### src/rv_pkg.sv
package rv_pkg;

	//****************************************
	// basic word types
	//****************************************

	// data and address word
	typedef logic [63:0] xlen_t;
	// raw instruction word
	typedef logic [31:0] inst_t;
	// general register index
	typedef logic [4:0] reg_idx_t;
	// csr address field
	typedef logic [11:0] csr_addr_t;
	// major opcode field
	typedef logic [6:0] opcode_t;

	// major opcodes of the supported subset
	localparam opcode_t opc_lui    = 7'b0110111;
	localparam opcode_t opc_auipc  = 7'b0010111;
	localparam opcode_t opc_jal    = 7'b1101111;
	localparam opcode_t opc_jalr   = 7'b1100111;
	localparam opcode_t opc_branch = 7'b1100011;
	localparam opcode_t opc_op_imm = 7'b0010011;
	localparam opcode_t opc_op     = 7'b0110011;
	localparam opcode_t opc_system = 7'b1110011;

	//****************************************
	// micro-op
	//****************************************

	typedef enum logic [4:0] {
		op_lui, op_auipc,
		op_addi, op_andi, op_ori, op_xori,
		op_add, op_sub, op_and, op_or, op_xor,
		op_beq, op_bne, op_blt, op_bge,
		op_jal, op_jalr,
		op_csrrw, op_csrrs,
		op_ecall, op_mret,
		op_illegal
	} op_e;

	// executing unit
	typedef enum logic {
		unit_alu,
		unit_csr
	} unit_e;

	typedef struct packed {
		op_e       op;
		unit_e     unit;
		reg_idx_t  rd;
		reg_idx_t  rs1;
		reg_idx_t  rs2;
		logic      wen;   // writes rd
		xlen_t     imm;   // already sign extended
		csr_addr_t csr;
	} uop_t;

	//****************************************
	// machine csr space
	//****************************************

	localparam csr_addr_t csr_mstatus = 12'h300;
	localparam csr_addr_t csr_mtvec   = 12'h305;
	localparam csr_addr_t csr_mepc    = 12'h341;
	localparam csr_addr_t csr_mcause  = 12'h342;

	// trap causes
	localparam xlen_t cause_illegal = 64'd2;
	localparam xlen_t cause_ecall_m = 64'd11;

	// sxl and uxl at 64 bit, mpp at machine
	localparam xlen_t mstatus_reset = 64'h0000_000a_0000_1800;

endpackage

### src/rv_fetch.sv
`timescale 1ns/1ps

module rv_fetch #(
	parameter rv_pkg::xlen_t reset_pc = 64'h0
) (
	input  logic          clk,
	input  logic          rst_n,
	input  logic          redirect,
	input  rv_pkg::xlen_t redirect_pc,
	output rv_pkg::xlen_t inst_addr,
	input  rv_pkg::inst_t inst,
	output logic          ex_valid,
	output rv_pkg::xlen_t ex_pc,
	output rv_pkg::inst_t ex_inst
);
	import rv_pkg::*;

	xlen_t pc_q;
	xlen_t pc_d;

	// redirect wins over sequential fetch
	assign pc_d = redirect ? redirect_pc : pc_q + 64'd4;

	// instruction port answers in the same cycle
	assign inst_addr = pc_q;

	// pc and stage valid
	always_ff @(posedge clk) begin
		if (!rst_n) begin
			pc_q     <= reset_pc;
			ex_valid <= 1'b0;
		end else begin
			pc_q     <= pc_d;
			// younger fetch is dropped on redirect
			ex_valid <= !redirect;
		end
	end

	// fetch to execute payload
	always_ff @(posedge clk) begin
		ex_pc   <= pc_q;
		ex_inst <= inst;
	end

	// all redirect sources deliver word aligned targets
	pc_aligned: assert property (@(posedge clk) disable iff (!rst_n) pc_q[1:0] == 2'b00);

endmodule

### config.mk
export PLATFORM = sky130hd
export DESIGN_NAME = rv_fetch
export DESIGN_NICKNAME = d
export VERILOG_FILES = /design/src/rv_pkg.sv /design/src/rv_fetch.sv
export SDC_FILE = /design/constraint.sdc
export NUM_CORES = 1
export LEC_CHECK = 0
export BUFFER_PORTS_ARGS = -buffer_cell sky130_fd_sc_hd__buf_2
export CORE_MARGIN = 10
export CORE_UTILIZATION = 30
export DETAILED_ROUTE_END_ITERATION = 7
export GPL_TIMING_DRIVEN = 0
export PLACE_DENSITY = 0.56
export SETUP_SLACK_MARGIN = 0.4
export SYNTH_ARGS = -nofsm -noshare
export SYNTH_HDL_FRONTEND = slang
export SYNTH_SLANG_ARGS = --single-unit
export TNS_END_PERCENT = 30
### constraint.sdc
create_clock -name clk -period 2.1 [get_ports clk]
set_clock_uncertainty 0.05 [all_clocks]
set_input_delay 0.21 -clock clk [delete_from_list [all_inputs] [get_ports clk]]
set_output_delay 0.21 -clock clk [all_outputs]
set_load 0.02 [all_outputs]
# == Word-level counts from Yosys, hierarchy flattened ==
# Index checks and enable logic that the tools add are counted.
# word_totals
ff_bits,161
out_inout_bits,161
word_cells,7
# classes
n_addsub,1
muxes,1
n_reduce_logical,1
# op_table
op,count
$add 64x3->64 const B,1
$mux 64,1
$logic_not 1->1,1

# == Longest topological paths before layout ==
# Gate-level depths: netlist of run 1.
# depth
word_depth,2
ltp_mapped,8
mapped_depth_nobuf,6

# == Worst setup path before layout of run 1 ==
# No wires, ideal clock.
# synth_path
path_type,reg-to-reg
start,reg pc_q[11] (netlist: inst_addr[11])
end,reg pc_q[53] (netlist: inst_addr[53])
setup_ps,122
t_arrival_ps,1910
slack_ps,19
path_stages_with_launch,9
n_path_buf,3
period_less_slack_ps,2081
cell_sequence,dfxtp_1 -> and4_1 -> buf_4 -> and4_1 -> buf_4 -> nand4_1 -> buf_2 -> o31a_1 -> o311a_1
# synth_via
elab_chain_len,2
# synth_rtl
element,line_no,source
from (decl),rv_fetch.sv:18,xlen_t pc_q;
from (signal assigned),rv_fetch.sv:30,pc_q <= reset_pc;
from (signal assigned),rv_fetch.sv:33,pc_q <= pc_d;
$add 64x3->64,rv_fetch.sv:22,assign pc_d = redirect ? redirect_pc : pc_q + 64'd4;
$mux 64,rv_fetch.sv:22,
# No other way between the ends.
# A chain may end at the register's enable or synchronous reset.

# == Worst setup path after layout of run 1 ==
# layout_path
start,reg pc_q[19] (netlist: inst_addr[19])
end,reg pc_q[53] (netlist: inst_addr[53])
# The elaborated chain is that of the path after synthesis.

==> results_tabular.tex, run 1 <==
\begin{tabular}{lr}
\hline
Metric & Value \\
\hline
\multicolumn{2}{l}{\textbf{Synth}} \\
Cell count after synthesis & between 500 and 600 \\
Number of enable flip-flop cells after synthesis & 0 \\
Mean instance size in the synthesized netlist & 10.4 um2 \\
Top FF cell, synth & sky130\_fd\_sc\_hd\_\_dfxtp\_1 \\
Sequential element share of the synthesized area & 57.7\% \\
Synth Warn \# & 0 \\
Synthesized Nets & 637 \\
Library cells used by synthesis & 44 \\
Mapped cell area & 5590 um2 \\
Post-synthesis register bit count & around 160 \\
Fraction of registers with async set or reset after synthesis & 0\% \\
\multicolumn{2}{l}{\textbf{Critical path}} \\
Worst path bufs/invs & 2 \\
Category of the worst setup path capture point & flop \\
Chain of cells forming the critical path & and4\_4 -> and4\_1 -> buf\_6 -> nand4\_1 -> buf\_6 -> o31a\_1 -> o311a\_1 \\
Worst Setup Path Type & flop to flop \\
Library cell contributing the largest single delay on the critical path & sky130\_fd\_sc\_hd\_\_dfxtp\_2 \\
Data arrival time of the critical path & 2.35 ns \\
Startpoint class of the critical path & flop \\
Required time of the critical path & 2.37 ns \\
Largest stage delay on the critical path & 0.38 ns \\
Maximum fanout along the worst path & 6 \\
CP top delay family & simple AND/OR/NAND/NOR gates \\
Most frequent CP cell & sky130\_fd\_sc\_hd\_\_buf\_6 \\
\multicolumn{2}{l}{\textbf{Die}} \\
Floorplan core area & 18100 um2 \\
Die Footprint & 24500 um2 \\
Top Ports & 260 \\
Number of cell rows & 49 \\
Initial Utilization & a little under a third \\
Chip Width & 156 um \\
DIE HEIGHT & 156 um \\
\multicolumn{2}{l}{\textbf{Flow run}} \\
\# Max-Cap Violations & 0 \\
\multicolumn{2}{l}{\textbf{Finish}} \\
Highest-count cells in the layout ignoring fill and taps & sky130\_fd\_sc\_hd\_\_buf\_2, sky130\_fd\_sc\_hd\_\_dfxtp\_1, sky130\_fd\_sc\_hd\_\_dlygate4sd3\_1 \\
Area added between synthesis and finish & 62.7\% \\
Number of standard cells in the final layout excluding fillers & 1156 \\
Fraction of layout cells with a size suffix above 1 & a little under half \\
End-of-flow core utilization & 50.1\% \\
Final Net Count & 1012 \\
Fill count & 1715 \\
Final std cell area, no fill & 9090 um2 \\
Most common cell after layout, fill and taps aside & sky130\_fd\_sc\_hd\_\_buf\_2 \\
\multicolumn{2}{l}{\textbf{STA}} \\
Shortest clock period the worst path allows after layout & 2.08 ns \\
Timing-limited maximum frequency & 481 MHz \\
Max-slew violation count & 0 \\
Final Hold Vio Count & 0 \\
RSZ-0062 raised after global routing & true \\
Part of the cycle the worst path needs & between 90\% and 100\% \\
PnR worst setup slack & 0.0209 ns \\
Setup Viol. Count Final & 0 \\
Max-slew headroom & 46.0\% \\
Worst hold slack & 0.00589 ns \\
Transition time at the pin with the least slew margin & 0.810 ns \\
\multicolumn{2}{l}{\textbf{Pwr}} \\
Leakage & 4.15 nW \\
Power density over cell area & $\sim$830 nW/um2 \\
Maximum ir drop on the vdd rail & 566 uV \\
\multicolumn{2}{l}{\textbf{Drt}} \\
Initial DRC count & 313 \\
Number of antenna-violating nets in the routed design & 0 \\
Routed WL per cell & 18.9 um \\
Number of search-and-repair iterations in the first detailed-routing pass & 5 \\
Avg Vias per Cell & 4.81 \\
Remaining DRCs & 0 \\
Final wirelength & 21900 um \\
Detailed-route via count & 5559 \\
\multicolumn{2}{l}{\textbf{Clock network}} \\
Root buffer cell & sky130\_fd\_sc\_hd\_\_clkbuf\_16 \\
Number of sinks on the clock net & 161 \\
CTS HTree Levels & 4 \\
TritonCTS buffer count & 17 \\
Post-CTS clock slew at the launch and capture registers of the worst setup and hold paths & 0.07 ns \\
Maximum root-to-sink buffer count & 2 \\
Worst skew pair latency & about 0.43 ns \\
Clock tree from TritonCTS & built \\
\multicolumn{2}{l}{\textbf{Global route}} \\
Remaining global-route overflow & 0 \\
Vias in the first global route & 5461 \\
GR Util All Layers & between 10\% and 20\% \\
First-pass GRT wire length & between 30000 and 40000 um \\
Largest net degree at the start of global routing & 17 \\
Number of antenna violations at the first check in global routing & 3 \\
\multicolumn{2}{l}{\textbf{Placed design}} \\
\# port buffers & 258 \\
Final GP Congestion & 0.768 \\
Post-placement cell area & 7310 um2 \\
Worst slack at placement & -0.164 ns \\
Number of placed cells counting well taps & between 1000 and 1500 \\
Sum of net half-perimeters after detailed placement & approximately 15000 um \\
\multicolumn{2}{l}{\textbf{Min path}} \\
Worst min path class & input port to flop \\
\multicolumn{2}{l}{\textbf{Status}} \\
Result of the run & complete, no violations \\
\hline
\end{tabular}
## where the power goes
group / leakage [nW] / total, mW / switching (mW) / internal [mW]
Sequential: 1.36 / 3.41 / 0.151 / 3.26
Combinational: 2.49 / 0.972 / 0.562 / 0.409
Clock: 0.295 / 3.15 / 1.37 / 1.77
## routing by layer
metal / track usage (%) / up-vias / routed length [um]
met5: 0 / - / 39
met4: 5.03 / 6 / 212
met3: 5.43 / 22 / 1500
met2: 27.9 / 194 / 10600
met1: 20.4 / 2609 / 9560
li1: - / 2728 / -
## worst paths after layout
path / from / endpoint / slack, ns / cells after the start
min reg2reg: inst_addr[0] / ex_pc[0] / 0.32 / 0
max reg2reg: inst_addr[19] / inst_addr[53] / 0.02 / 7
min: redirect_pc[30] / inst_addr[30] / 0.006 / 3
max: inst_addr[19] / inst_addr[53] / 0.02 / 7
## state kept, by name (all words and copies together) (netlist names)
signal and flops:
ex_inst 32, ex_pc 64, ex_valid 1, inst_addr 64
## synth_stat cells (all sizes together), types with 4 or more instances
cell type | instances | share of area (%)
or4 | 12 | 1.6
a211oi | 6 | 0.81
a31oi | 15 | 1.7
nand4 | 19 | 2.5
a21oi | 18 | 1.6
nor4 | 9 | 1.3
nand3 | 29 | 2.9
and2 | 7 | 0.78
nor2 | 7 | 0.47
o311a | 4 | 0.72
nor3 | 20 | 2.1
clkbuf | 23 | 1.5
or3 | 4 | 0.45
nand2b | 7 | 0.78
nand2 | 36 | 2.4
xor2 | 14 | 2.2
o31ai | 12 | 1.6
o21ai | 46 | 4.1
dfxtp | 161 | 58
inv | 5 | 0.34
xnor2 | 18 | 2.8
buf | 10 | 1.2
mux2i | 4 | 0.72
nor2b | 4 | 0.45
o211a | 14 | 2.5
and3 | 11 | 1.3
and4 | 13 | 2.0
## per-stage QoR
stage / TNS, ns / power [mW]
after floorplan: 0 / 3.92
after global placement: -2.73 / 4.32
after detailed placement: -3.63 / 4.33
after CTS: 0 / 7.59
after global routing: -0.0499 / 7.85
final: 0 / 7.53
## timing repair
item	4_1_cts	5_1_grt
gates cloned	2	2
pin swaps	11	41
hold buffers	56	0
setup endpoints to repair	45	53
resized for setup	19	51
setup buffers	17	21
endpoints found under the hold margin	56	0
## worst min-delay path, cell delays in order
cell	delay, ns
sky130_fd_sc_hd__buf_2	0.08
sky130_fd_sc_hd__o21ai_0	0.06
sky130_fd_sc_hd__a21oi_1	0.09
## cells by family after synthesis
| family | count (synthesis) | share of synthesized area [%] |
|---|---|---|
| buffers and inverters | 38 | 3.11 |
| and+or+nand+nor | 180 | 19.3 |
| muxes | 4 | 0.717 |
| DFF | 161 | 57.7 |
| xor gates and xnor gates | 32 | 5.02 |
| adders and majority gates | 1 | 0.224 |
| AOI/OAI and AO/OA | 121 | 13.9 |
## layout make-up
cell class	instances	area, um2	area share [%]
Timing Repair Buffer	354	2180	24.0
Inverter	5	18.8	0.206
Buffer	33	209	2.30
Antenna cell	2	5.00	0.0550
Clock inverter	13	141	1.55
Tap cell	229	287	3.15
Multi-Input combinational cell	340	2450	26.9
Sequential cell	161	3340	36.7
Clock buffer	19	464	5.11
No activity file was read; power rests on OpenSTA's default activity.
==> run 2, diff against run 1 <==
--- a/config.mk
+++ b/config.mk
@@ -6,7 +6,7 @@
 export NUM_CORES = 1
 export LEC_CHECK = 0
 export BUFFER_PORTS_ARGS = -buffer_cell sky130_fd_sc_hd__buf_2
-export CORE_MARGIN = 10
+export CORE_MARGIN = 1.5
 export CORE_UTILIZATION = 30
 export DETAILED_ROUTE_END_ITERATION = 7
 export GPL_TIMING_DRIVEN = 0
==> constraint.sdc (replaced) <==
create_clock -name clk -period 2 [get_ports clk]
set_clock_uncertainty 0.05 [all_clocks]
set_input_delay 0.2 -clock clk [delete_from_list [all_inputs] [get_ports clk]]
set_output_delay 0.2 -clock clk [all_outputs]
set_load 0.02 [all_outputs]
==> run 2 against run 1 <==
The flow now finishes with violations (DRC). Clock power up 12%. Power increased by 8.5%. Die area decreased by 21%. Fmax increased by 5.1%. Global-route usage up 3.6 points. First-iteration DRC count is 22% lower. Flip-flop and latch count is the same. Core utilization rose by 2.9 points. Register-to-register slack hardly changed. Worst hold slack better by 0.0078 ns. Largest cell class unchanged. Largest power group unchanged. Highest routed layer is now met4.
==> results_tabular.tex, run 2 (same netlist as run 1, synthesis figures left out) <==
\begin{tabular}{lr}
\hline
Metric & Value \\
\hline
\multicolumn{2}{l}{\textbf{Critical path}} \\
Chain of cells forming the critical path & and2\_4 -> and3\_4 -> buf\_6 -> nand4\_1 -> buf\_6 -> o31a\_1 -> o311a\_1 \\
Largest stage delay on the critical path & around 0.42 ns \\
Data arrival time of the critical path & 2.24 ns \\
CP top delay family & simple AND/OR/NAND/NOR gates \\
Reg-to-reg slack, setup & 0.02 ns \\
Category of the worst setup path capture point & flop \\
Worst reg2reg path depth & 7 \\
Startpoint of the worst setup timing path & inst\_addr[16] \\
Most frequent CP cell & sky130\_fd\_sc\_hd\_\_buf\_6 \\
Library cell contributing the largest single delay on the critical path & sky130\_fd\_sc\_hd\_\_dfxtp\_2 \\
Worst Setup Path Type & flop to flop \\
Reg-to-reg critical path endpoint & inst\_addr[53] \\
Worst path bufs/invs & 2 \\
Required time of the critical path & around 2.3 ns \\
Reg-to-Reg Start & inst\_addr[16] \\
Maximum fanout along the worst path & 6 \\
Startpoint class of the critical path & flop \\
\multicolumn{2}{l}{\textbf{Placed design}} \\
\# port buffers & 258 \\
Post-placement cell area & 7310 um2 \\
Sum of net half-perimeters after detailed placement & 13200 um \\
Final GP Congestion & between 0.7 and 0.8 \\
\multicolumn{2}{l}{\textbf{Finish}} \\
Area added between synthesis and finish & 71.7\% \\
Final Net Count & between 1000 and 1500 \\
End-of-flow core utilization & 53.0\% \\
Most common cell after layout, fill and taps aside & sky130\_fd\_sc\_hd\_\_buf\_2 \\
Highest-count cells in the layout ignoring fill and taps & sky130\_fd\_sc\_hd\_\_buf\_2, sky130\_fd\_sc\_hd\_\_dfxtp\_1, sky130\_fd\_sc\_hd\_\_dlygate4sd3\_1 \\
Final std cell area, no fill & roughly 9600 um2 \\
Fraction of layout cells with a size suffix above 1 & 50.6\% \\
\multicolumn{2}{l}{\textbf{Die}} \\
Chip Width & 139 um \\
Die Footprint & 19500 um2 \\
Number of cell rows & between 40 and 50 \\
Top Ports & 260 \\
Floorplan core area & 18100 um2 \\
Initial Utilization & 30.9\% \\
DIE HEIGHT & 139 um \\
\multicolumn{2}{l}{\textbf{Clock network}} \\
Root buffer cell & sky130\_fd\_sc\_hd\_\_clkbuf\_16 \\
Number of sinks on the clock net & 161 \\
Clock tree from TritonCTS & built \\
Maximum root-to-sink buffer count & 2 \\
TritonCTS buffer count & 17 \\
Worst skew pair latency & between 0.4 and 0.5 ns \\
Post-CTS clock slew at the launch and capture registers of the worst setup and hold paths & 0.06 ns \\
CTS HTree Levels & 4 \\
\multicolumn{2}{l}{\textbf{Min path}} \\
Worst min path class & input port to flop \\
Endpoint of the worst hold path & inst\_addr[24] \\
Hold Path Origin & redirect\_pc[24] \\
Number of stages on the worst hold path & 3 \\
\multicolumn{2}{l}{\textbf{Drt}} \\
Initial DRC count & around 250 \\
Remaining DRCs & 38 \\
Final wirelength & roughly 20000 um \\
Routed WL per cell & 16.8 um \\
Number of search-and-repair iterations in the first detailed-routing pass & 7 \\
Avg Vias per Cell & 4.82 \\
Detailed-route via count & 5682 \\
Number of antenna-violating nets in the routed design & 0 \\
\multicolumn{2}{l}{\textbf{Pwr}} \\
Sequential fraction of design power & 43.9\% \\
Combinational cell fraction of total power & 12.8\% \\
Internal power component & roughly 6 mW \\
Leakage & 4.45 nW \\
Maximum ir drop on the vdd rail & slightly below 600 uV \\
Switching share of power & 26.4\% \\
Final total power & 8.17 mW \\
Clock power share & between 40 and 50\% \\
Power density over cell area & roughly 850 nW/um2 \\
Net load switching power & 2.16 mW \\
\multicolumn{2}{l}{\textbf{STA}} \\
Part of the cycle the worst path needs & 98.9\% \\
Shortest clock period the worst path allows after layout & a little under 2 ns \\
Timing-limited maximum frequency & a little over 500 MHz \\
Final Hold Vio Count & 0 \\
Setup Viol. Count Final & 0 \\
Max-slew headroom & 45.4\% \\
RSZ-0062 raised after global routing & true \\
Max-slew violation count & 0 \\
Transition time at the pin with the least slew margin & 0.819 ns \\
\multicolumn{2}{l}{\textbf{Status}} \\
Result of the run & finished, violations left \\
Failing checks & DRC \\
\multicolumn{2}{l}{\textbf{Global route}} \\
First-pass GRT wire length & just over 30000 um \\
Largest net degree at the start of global routing & 17 \\
Vias in the first global route & 5622 \\
Number of antenna violations at the first check in global routing & 1 \\
GR Util All Layers & between 20\% and 30\% \\
Remaining global-route overflow & 0 \\
\multicolumn{2}{l}{\textbf{Flow run}} \\
\# Max-Cap Violations & 0 \\
\hline
\end{tabular}
==> run 2: changes by cell type in the layout (fill, tap and decap cells not counted), sizes merged <==
cell         before  now
buf             308  327
bufinv            1    3
clkbuf           42   41
clkinv            6    3
dlygate4sd3      56   61
inv              10   11
nand4            20   19
==> run 2: how the worst max path moves through the flow <==
stage	to	cells past startpoint
after floorplan	inst_addr[53]	8
after global placement	inst_addr[59]	6
after detailed placement	inst_addr[59]	6
after CTS	inst_addr[53]	8
after global routing	inst_addr[53]	7
final	inst_addr[53]	7
==> run 2: repair_timing <==
| action | in CTS | in global routing |
|---|---|---|
| endpoints found under the hold margin | 61 | 0 |
| setup buffers | 39 | 17 |
| gates resized for setup | 95 | 34 |
| hold buffers | 61 | 0 |
| gates cloned | 3 | 0 |
| endpoints found under the setup margin | 50 | 57 |
| pin swaps | 80 | 68 |
==> run 2: power by group through the flow <==
stage | Clock (mW) | Combinational (mW) | Sequential (mW)
2_1_floorplan | 0 | 0.207 | 3.91
3_3_place_gp | 0 | 0.854 | 3.67
3_5_place_dp | 0 | 0.858 | 3.67
4_1_cts | 3.64 | 1.01 | 3.58
5_1_grt | 3.78 | 1.13 | 3.61
6_report | 3.54 | 1.05 | 3.58
==> run 2: per-layer routing <==
| layer | GRT usage, % | share of wire [%] | up-vias | wire length, um |
|---|---|---|---|---|
| li1 | - | - | 2776 | - |
| met1 | 26.1 | 43 | 2675 | 8560 |
| met2 | 34.2 | 49 | 210 | 9650 |
| met3 | 4.13 | 6.5 | 21 | 1290 |
| met4 | 7.33 | 1.5 | 0 | 297 |
| met5 | 0 | 0 | - | 0 |
==> run 2: through the flow <==
stage | setup slack, ns | std cells | hold slack (ns) | setup TNS (ns)
6_report | 0.0222 | 1178 | 0.0137 | 0
5_1_grt | -0.0757 | 1177 | 0.0169 | -0.409
4_1_cts | -0.0149 | 1159 | 0.000446 | -0.0223
3_5_place_dp | -0.317 | 1024 | 0.254 | -8.55
3_3_place_gp | -0.361 | 1024 | 0.252 | -9.70
2_1_floorplan | 0.0784 | 537 | 0.178 | 0
==> run 2: worst register-to-register path, stage by stage (launching register included) <==
cell	delay, ns
sky130_fd_sc_hd__dfxtp_2	0.42
sky130_fd_sc_hd__and2_4	0.24
sky130_fd_sc_hd__and3_4	0.19
sky130_fd_sc_hd__buf_6	0.11
sky130_fd_sc_hd__nand4_1	0.16
sky130_fd_sc_hd__buf_6	0.18
sky130_fd_sc_hd__o31a_1	0.23
sky130_fd_sc_hd__o311a_1	0.28
==> run 2: cell type report <==
cell class / count / area (um2)
Inverter: 5 / 18.8
Antenna cell: 2 / 5.00
Clock buffer: 19 / 475
Clock inverter: 13 / 169
Multi-Input combinational cell: 339 / 2660
Buffer: 33 / 220
Sequential cell: 161 / 3350
Fill cell: 1679 / 8490
Tap cell: 229 / 287
Timing Repair Buffer: 377 / 2410
